<file path="src/include/rob_params.svh">
`ifndef ROB_PARAMS_SVH
`define ROB_PARAMS_SVH

// Reorder buffer geometry
`define ROB_DEPTH     16
`define ROB_TAG_BITS  4     // log2 of ROB_DEPTH

// Lanes per cycle at dispatch, completion and commit
`define SS_WIDTH      2

// Wide enough to count from 0 up to SS_WIDTH
`define SS_COUNT_BITS 2

// Result values carried through the buffer
`define DATA_WIDTH    32

// Architectural register file
`define ARCH_REGS     16
`define REG_BITS      4     // log2 of ARCH_REGS

`endif

</file>
<file path="src/source/uop_pkg.sv">
package uop_pkg;

`include "rob_params.svh"

// Only ALU and LOAD produce a register result
typedef enum logic [1:0] {
    ALU   = 2'd0,
    LOAD  = 2'd1,
    STORE = 2'd2,
    NOP   = 2'd3
} opcode_e;

// Architectural register number
typedef logic [`REG_BITS-1:0] reg_idx_t;

// One micro-op as it arrives from decode
typedef struct packed {
    opcode_e  op;
    reg_idx_t dest;     // Ignored for STORE and NOP
} uop_t;

// True when the opcode writes its destination register
function automatic logic writes_reg(opcode_e op);
    return (op == ALU) || (op == LOAD);
endfunction

endpackage : uop_pkg

</file>
<file path="src/source/rob_pkg.sv">
package rob_pkg;

`include "rob_params.svh"

import uop_pkg::*;

// Index of a queue slot, handed out as the instruction tag
typedef logic [`ROB_TAG_BITS-1:0] rob_tag_t;

// One bit wider than a tag so it can hold a full count of ROB_DEPTH
typedef logic [`ROB_TAG_BITS:0] rob_count_t;

// One queue slot
typedef struct packed {
    logic                   done;   // Result present or none needed
    opcode_e                op;
    reg_idx_t               dest;
    logic [`DATA_WIDTH-1:0] value;
} rob_entry_t;

// Result reported by an execution unit
typedef struct packed {
    logic                   valid;
    rob_tag_t               tag;
    logic [`DATA_WIDTH-1:0] value;
} complete_t;

// Record of one retired instruction
typedef struct packed {
    logic                   valid;
    opcode_e                op;
    reg_idx_t               dest;
    logic                   wr_reg;   // Set when the register file was updated
    logic [`DATA_WIDTH-1:0] value;
} commit_t;

endpackage : rob_pkg

</file>
<file path="src/source/dispatch_stage.sv">
`timescale 1ns/1ps

`include "rob_params.svh"

module dispatch_stage import uop_pkg::*, rob_pkg::*; (
    input  logic                       clk,
    input  logic                       rst,
    input  logic                       dispatch,
    input  logic [`SS_COUNT_BITS-1:0]  count,
    input  uop_t [`SS_WIDTH-1:0]       uops,
    input  rob_count_t                 live_count,
    input  rob_tag_t                   tail_tag,
    output logic                       push,
    output logic [`SS_COUNT_BITS-1:0]  push_count,
    output rob_entry_t [`SS_WIDTH-1:0] push_entries,
    output rob_tag_t [`SS_WIDTH-1:0]   alloc_tags,
    output rob_count_t                 space,
    output logic                       overflow
);

rob_count_t pending;    // Slots claimed by the registered dispatch but not yet in the queue
logic       fits;
logic       lane_ok;
logic       accept;

assign pending = push ? rob_count_t'(push_count) : '0;
assign space   = rob_count_t'(`ROB_DEPTH) - live_count - pending;
assign fits    = rob_count_t'(count) <= space;

// A count above the lane width cannot be honoured by the queue
assign lane_ok = count <= `SS_COUNT_BITS'(`SS_WIDTH);
assign accept  = dispatch && fits && lane_ok && (count != '0);

always_ff @(posedge clk) begin
    if (rst) begin
        push       <= 1'b0;
        push_count <= '0;
        overflow   <= 1'b0;
    end else begin
        push       <= accept;
        push_count <= accept ? count : '0;

        // Sticky until the next reset
        if (dispatch && !fits)
            overflow <= 1'b1;
    end
end

// Build the slot contents of an accepted dispatch
always_ff @(posedge clk) begin
    if (accept) begin
        for (int i = 0; i < `SS_WIDTH; i++) begin
            push_entries[i].done  <= !writes_reg(uops[i].op);  // Nothing to wait for
            push_entries[i].op    <= uops[i].op;
            push_entries[i].dest  <= uops[i].dest;
            push_entries[i].value <= '0;
        end
    end
end

// Lane i lands i slots past the current tail
always_comb begin
    for (int i = 0; i < `SS_WIDTH; i++) begin
        alloc_tags[i] = tail_tag + rob_tag_t'(i);
    end
end

endmodule : dispatch_stage

</file>
<file path="src/source/circular_queue.sv">
`timescale 1ns/1ps

`include "rob_params.svh"

module circular_queue import rob_pkg::*; (
    input  logic                       clk,
    input  logic                       rst,
    input  logic                       push,
    input  logic [`SS_COUNT_BITS-1:0]  push_count,
    input  rob_entry_t [`SS_WIDTH-1:0] push_entries,
    input  complete_t [`SS_WIDTH-1:0]  completes,
    input  logic                       pop,
    input  logic [`SS_COUNT_BITS-1:0]  pop_count,
    output rob_entry_t [`SS_WIDTH-1:0] oldest,
    output rob_count_t                 live_count,
    output rob_tag_t                   tail_tag
);

rob_entry_t entries [`ROB_DEPTH];

// The extra top bit tells a full queue from an empty one
logic [`ROB_TAG_BITS:0] head;
logic [`ROB_TAG_BITS:0] tail;

rob_tag_t                 head_tag;
rob_tag_t [`SS_WIDTH-1:0] comp_offset;   // Distance of each completion from the head
logic     [`SS_WIDTH-1:0] comp_live;

assign head_tag   = head[`ROB_TAG_BITS-1:0];
assign tail_tag   = tail[`ROB_TAG_BITS-1:0];
assign live_count = tail - head;     // Wraps correctly thanks to the extra bit

// Pointers move by whole lane counts
always_ff @(posedge clk) begin
    if (rst) begin
        head <= '0;
        tail <= '0;
    end else begin
        if (push)
            tail <= tail + rob_count_t'(push_count);
        if (pop)
            head <= head + rob_count_t'(pop_count);
    end
end

// A slot is live when it sits fewer than live_count places past the head
always_comb begin
    for (int i = 0; i < `SS_WIDTH; i++) begin
        comp_offset[i] = completes[i].tag - head_tag;
        comp_live[i]   = rob_count_t'(comp_offset[i]) < live_count;
    end
end

// Slot storage with the in-order push path and the random-access result path
always_ff @(posedge clk) begin
    if (push) begin
        for (int i = 0; i < `SS_WIDTH; i++) begin
            if (i < int'(push_count))
                entries[tail_tag + rob_tag_t'(i)] <= push_entries[i];
        end
    end

    // Pushed slots are not live yet, so the two loops never hit the same entry
    for (int i = 0; i < `SS_WIDTH; i++) begin
        if (completes[i].valid && comp_live[i]) begin
            entries[completes[i].tag].done  <= 1'b1;
            entries[completes[i].tag].value <= completes[i].value;
        end
    end
end

// Head-side window for commit
always_comb begin
    for (int i = 0; i < `SS_WIDTH; i++) begin
        oldest[i] = entries[head_tag + rob_tag_t'(i)];

        // Stale slots past the live region must never look finished
        if (rob_count_t'(i) >= live_count)
            oldest[i].done = 1'b0;
    end
end

endmodule : circular_queue

</file>
<file path="src/source/commit_stage.sv">
`timescale 1ns/1ps

`include "rob_params.svh"

module commit_stage import uop_pkg::*, rob_pkg::*; (
    input  logic                       clk,
    input  logic                       rst,
    input  rob_entry_t [`SS_WIDTH-1:0] oldest,
    input  reg_idx_t                   reg_raddr,
    output logic                       pop,
    output logic [`SS_COUNT_BITS-1:0]  pop_count,
    output commit_t [`SS_WIDTH-1:0]    commits,
    output logic [`DATA_WIDTH-1:0]     reg_rdata
);

logic [`DATA_WIDTH-1:0] regs [`ARCH_REGS];

logic [`SS_WIDTH-1:0] retire;    // Lanes leaving the queue at the next edge
logic [`SS_WIDTH-1:0] reg_we;    // Retiring lanes that carry a register result

// A lane retires only when every older lane retires with it
always_comb begin
    retire[0] = oldest[0].done;
    for (int i = 1; i < `SS_WIDTH; i++) begin
        retire[i] = retire[i-1] && oldest[i].done;
    end
end

always_comb begin
    for (int i = 0; i < `SS_WIDTH; i++) begin
        reg_we[i] = retire[i] && writes_reg(oldest[i].op);
    end
end

// The run is a prefix, so its length is one past the last retiring lane
always_comb begin
    pop_count = '0;
    for (int i = 0; i < `SS_WIDTH; i++) begin
        if (retire[i])
            pop_count = `SS_COUNT_BITS'(i + 1);
    end
end

assign pop = retire[0];

always_ff @(posedge clk) begin
    if (rst) begin
        for (int i = 0; i < `SS_WIDTH; i++) begin
            commits[i] <= '0;
        end
    end else begin
        for (int i = 0; i < `SS_WIDTH; i++) begin
            commits[i].valid  <= retire[i];
            commits[i].op     <= oldest[i].op;
            commits[i].dest   <= oldest[i].dest;
            commits[i].wr_reg <= reg_we[i];
            commits[i].value  <= oldest[i].value;
        end
    end
end

// Architectural state that starts from all zeros
always_ff @(posedge clk) begin
    if (rst) begin
        for (int r = 0; r < `ARCH_REGS; r++) begin
            regs[r] <= '0;
        end
    end else begin
        // Lane 1 is written last and so wins when both lanes share a register
        for (int i = 0; i < `SS_WIDTH; i++) begin
            if (reg_we[i])
                regs[oldest[i].dest] <= oldest[i].value;
        end
    end
end

assign reg_rdata = regs[reg_raddr];

endmodule : commit_stage

</file>
<file path="src/source/rob_top.sv">
`timescale 1ns/1ps

`include "rob_params.svh"

module rob_top import uop_pkg::*, rob_pkg::*; (
    input  logic                       clk,
    input  logic                       rst,

    // Dispatch side
    input  logic                       dispatch,
    input  logic [`SS_COUNT_BITS-1:0]  count,
    input  uop_t [`SS_WIDTH-1:0]       uops,
    output logic                       alloc,
    output logic [`SS_COUNT_BITS-1:0]  alloc_count,
    output rob_tag_t [`SS_WIDTH-1:0]   alloc_tags,
    output rob_count_t                 space,
    output logic                       overflow,

    // Execution units report here
    input  complete_t [`SS_WIDTH-1:0]  completes,

    // Retirement side
    output commit_t [`SS_WIDTH-1:0]    commits,
    input  reg_idx_t                   reg_raddr,
    output logic [`DATA_WIDTH-1:0]     reg_rdata
);

rob_entry_t [`SS_WIDTH-1:0] push_entries;
rob_entry_t [`SS_WIDTH-1:0] oldest;
rob_count_t                 live_count;
rob_tag_t                   tail_tag;
logic                       pop;
logic [`SS_COUNT_BITS-1:0]  pop_count;

dispatch_stage dispatch0 (
    .clk          (clk),
    .rst          (rst),
    .dispatch     (dispatch),
    .count        (count),
    .uops         (uops),
    .live_count   (live_count),
    .tail_tag     (tail_tag),
    .push         (alloc),          // The push strobe is the alloc strobe seen by the core
    .push_count   (alloc_count),
    .push_entries (push_entries),
    .alloc_tags   (alloc_tags),
    .space        (space),
    .overflow     (overflow)
);

circular_queue queue0 (
    .clk          (clk),
    .rst          (rst),
    .push         (alloc),
    .push_count   (alloc_count),
    .push_entries (push_entries),
    .completes    (completes),
    .pop          (pop),
    .pop_count    (pop_count),
    .oldest       (oldest),
    .live_count   (live_count),
    .tail_tag     (tail_tag)
);

commit_stage commit0 (
    .clk          (clk),
    .rst          (rst),
    .oldest       (oldest),
    .reg_raddr    (reg_raddr),
    .pop          (pop),
    .pop_count    (pop_count),
    .commits      (commits),
    .reg_rdata    (reg_rdata)
);

endmodule : rob_top

</file>
<file path="config.mk">
export PLATFORM = sky130hd
export DESIGN_NAME = rob_top
export DESIGN_NICKNAME = d
export VERILOG_FILES = /design/src/source/uop_pkg.sv /design/src/source/rob_pkg.sv /design/src/source/dispatch_stage.sv /design/src/source/circular_queue.sv /design/src/source/commit_stage.sv /design/src/source/rob_top.sv
export VERILOG_INCLUDE_DIRS = /design/src /design/src/include
export SDC_FILE = /design/constraint.sdc
export NUM_CORES = 2
export LEC_CHECK = 0
export BUFFER_PORTS_ARGS = -buffer_cell sky130_fd_sc_hd__buf_2
export CAP_MARGIN = 20
export CELL_PAD_IN_SITES_DETAIL_PLACEMENT = 1
export CELL_PAD_IN_SITES_GLOBAL_PLACEMENT = 1
export CORE_MARGIN = 1
export CORE_UTILIZATION = 50
export CTS_CLUSTER_SIZE = 12
export DETAILED_ROUTE_END_ITERATION = 8
export HOLD_SLACK_MARGIN = 0.08
export PLACE_DENSITY = 0.83
export SLEW_MARGIN = 40
export SYNTH_ARGS = -nofsm -noshare
export SYNTH_HDL_FRONTEND = slang
export SYNTH_SLANG_ARGS = --single-unit
</file>
<file path="constraint.sdc">
create_clock -name clk -period 8.6 [get_ports clk]
set_input_delay 1.72 -clock clk [delete_from_list [all_inputs] [get_ports clk]]
set_output_delay 1.72 -clock clk [all_outputs]
set_load 0.02 [all_outputs]
</file>
==> flow_summary.toml <==
[power]
p_total_w = 0.02421
ir_worst_vdd_mv = 0.3204
netSwitchingPower_w = 0.01058
pwr-share-clk_pct = 24.6
p_int_w = 0.01362
switching_share_pct = 43.73
combPwrFrac_pct = 42.7
power.density_mw_per_mm2 = 304.8
power.share.sequential_pct = 32.6
leakage_nw = 30.75

[drt]
vias_per_cell = 7.563
first_pass_iters = 9
vias = 58800
antenna_left = 0
wl_um = 295900
avgRoutedWirePerCell_um = 38.06
drt_iter0_markers = 9483
drc = 0

[synth]
yosys_most_used_dff = "edfxtp_1"
synth.distinct_cells = 60
synth_cells = 5884
yosysWarningCount = 0
synth-seq-area-share_pct = 50.81
synth_edf_count = 1134
syn_avg_cell_area_um2 = 12.15
synth_nets = 6016
syn_area_mm2 = 0.07151
ys_ff_latch = 1248
async_flop_share_pct = 0

[setup_path]
critical_path_arrival_ns = 4.72
cp.required_ns = 6.88
r2r-end = "commit0.regs[13][24]"
r2r-start = "queue0.tail[0]"
worstSetupStartpoint = "queue0.tail[0]"
endpoint_kind = "primary output"
worst-r2r-setup-slack_ns = 2.66
crit_type = "reg2out"
startpoint_type = "register"
worstPathMaxFanout = 8
r2r_cells = 15

[hold_path]
worstHoldPathCells = 1
hp-start = "dispatch0.overflow"
hold_path_end = "dispatch0.overflow"
hold_path.class = "reg2reg"

[grt]
track_usage_pct = 40.37
grt_pass1_vias = 60560
overflow = 0
grt_max_degree = 166
grt_pass1_wl_um = 424300
antenna_found_initial = 38

[sta]
tightest_slew_ns = 0.9751
fin_setup_tns_ns = 0
setup_ws_ns = 2.163
maxSlewViolCount = 0
finalSetupViolCount = 0
hold_slack_ns = 0.4979
finalHoldViolations = 0
finClkSkew_ns = 0.03254
clock.fmax_mhz = 155.3
period_needed_ns = 6.437
period_share_pct = 74.85
rsz0062_at_grt = "no"
relSlewSlack_pct = 34.75

[clock_tree]
cts_tree = "built"
clk_pin_slew_ns = 0.06
clockBufferDepth = 3
cts_sinks = 1248
insertion_delay_ns = 0.81
cts_root_buf = "clkbuf_16"
hold_buffers = 0
ctsHtreeMaxLevel = 4
cts_setup_buffers = 0
post_cts_resize_count = 0
cts_buffers = 142

[floorplanning]
rows = 138
dieArea_mm2 = 0.1445
core_mm2 = 0.1418
fp.dieW_um = 380.2
io_pins = 224
fp.dieH_um = 380.2
start_util_pct = 50.44

[final_layout]
instances_no_fill = 7775
drive_above_1_share_pct = 21.37
layout.nets = 5868
syn2layout_area_growth_pct = 11.05

[placement]
place_inst = 7472
dpl.hpwl_um = 171400
port-buffer-count = 223
detailedPlace.worstSlack_ns = 2.709
place_congestion = 0.8841

[flow_run]
drv_cap = 0

[run_status]
run_status = "finished, final reports clean"
## critical path: stages (launching register included)
cell	delay, ns
dfxtp_1	0.48
inv_1	0.15
ha_1	0.25
fa_1	0.43
nand2b_1	0.20
a21oi_1	0.31
xnor2_2	0.18
clkinv_1	0.45
ha_1	0.49
xor2_1	0.69
inv_1	0.10
buf_2	0.19
## final cells by class
cell class	instances	area, um2
inverters	30	112.6
fillers	14010	62350
clock inverters	60	465.4
flip-flops and latches	1248	36350
well taps	1890	2365
diodes	30	75.07
repair buffers	414	2885
multi-input cells	3900	33210
clock buffers	203	3948
## cells in the mapped netlist (14+ instances only)
master     count  share of area [%]
buf_1         94               0.49
dfxtp_1      114                3.2
edfxtp_1    1134                 48
nor2b_1       15               0.13
mux4_2       506                 16
a22o_1        25               0.31
o21ai_1       45               0.31
nor3_1        19               0.13
mux2i_1      545                7.6
nand3_1      640                4.5
inv_1         28               0.15
nand2_1     1038                5.4
ha_1          32               0.56
clkbuf_1     470                2.5
mux2_2        14               0.22
buf_2        123               0.86
o2bb2ai_1    320                3.9
and2_1       139                1.2
and3_1        37               0.32
nand3b_1      16               0.17
nor2_1        95               0.50
o2111ai_1     19               0.23
nor4_1        18               0.16
o21ai_0      244                1.7
## layout by cell type (no fill, tap or decap), types with 11 or more instances in the layout
cell type and count:
mux2i_1 544, a21oi_1 11, buf_2 222, nand2_1 1038, dfxtp_1 110, nor2_1 80, nor4_1 18, clkinv_2 11
inv_1 27, diode_2 30, a22o_1 25, buf_4 155, o2111ai_4 17, o2bb2ai_1 320, nand3_1 624, and3_1 37
buf_6 16, o21ai_1 29, edfxtp_1 1134, buf_12 11, nand3b_1 16, o21ai_0 242, and2_1 139, mux2_2 14
o21ai_4 16, ha_1 31, nand3_2 12, clkbuf_16 147, clkbuf_1 49, mux4_2 506, clkinv_1 28, nor3_1 14
## power by group through the flow
stage	registers (W)	logic, W	clock network [W]
detailed placement	0.00799	0.00971	0
CTS	0.00788	0.00983	0.00595
global route	0.00793	0.0105	0.00614
floorplan	0.00785	0.00576	0
finish	0.00790	0.0103	0.00597
global placement	0.00793	0.00940	0
## logic make-up (layout without fill, tap and decap cells)
logic type                 after synthesis  in the layout  synth area share (%)
other                                    0             30                     0
buffers and inverters                  736            707                 4.210
DFF                                   1248           1248                 50.81
adders and majority gates               38             38                0.7139
xor gates and xnor gates                23             23                0.2922
and+or+nand+nor                       2062           2062                 13.12
AOI/OAI and AO/OA                      712            712                 7.064
muxes                                 1065           1065                 23.79
## per-layer routing
| metal | up-vias | track usage [%] | share of wire, % |
|---|---|---|---|
| met1 | 29330 | 48.75 | 33 |
| met2 | 5644 | 62.12 | 46 |
| li1 | 22130 | - | - |
| met5 | - | 0 | 0.076 |
| met3 | 1660 | 12.67 | 14 |
| met4 | 32 | 27.32 | 7.7 |
## sequential cells by signal, indices dropped and copies added (netlist names), named ones only
signal / cells
queue0.tail: 5
commit0.commits: 80
dispatch0.push_count: 2
commit0.regs: 512
queue0.entries: 624
dispatch0.push_entries: 14
queue0.head: 5
dispatch0.push: 1
dispatch0.overflow: 1
## per-stage QoR
stage	area [um2]	utilization (%)
after CTS	79120	55.82
after detailed placement	74710	52.70
after global placement	74360	52.45
after floorplan	71510	-
final	79410	56.02
after global routing	79350	55.98
## how the worst max path moves through the flow
stage | end | slack [ns] | depth (start not counted)
finish | space[4] | 2.16 | 11
global route | space[4] | 2.04 | 11
CTS | space[4] | 2.12 | 10
detailed placement | queue0.entries[15][12] | 2.71 | 12
global placement | commit0.regs[7][7] | 2.29 | 14
floorplan | queue0.entries[14][0] | 3.01 | 12
Power figures use the tool's default switching activity.
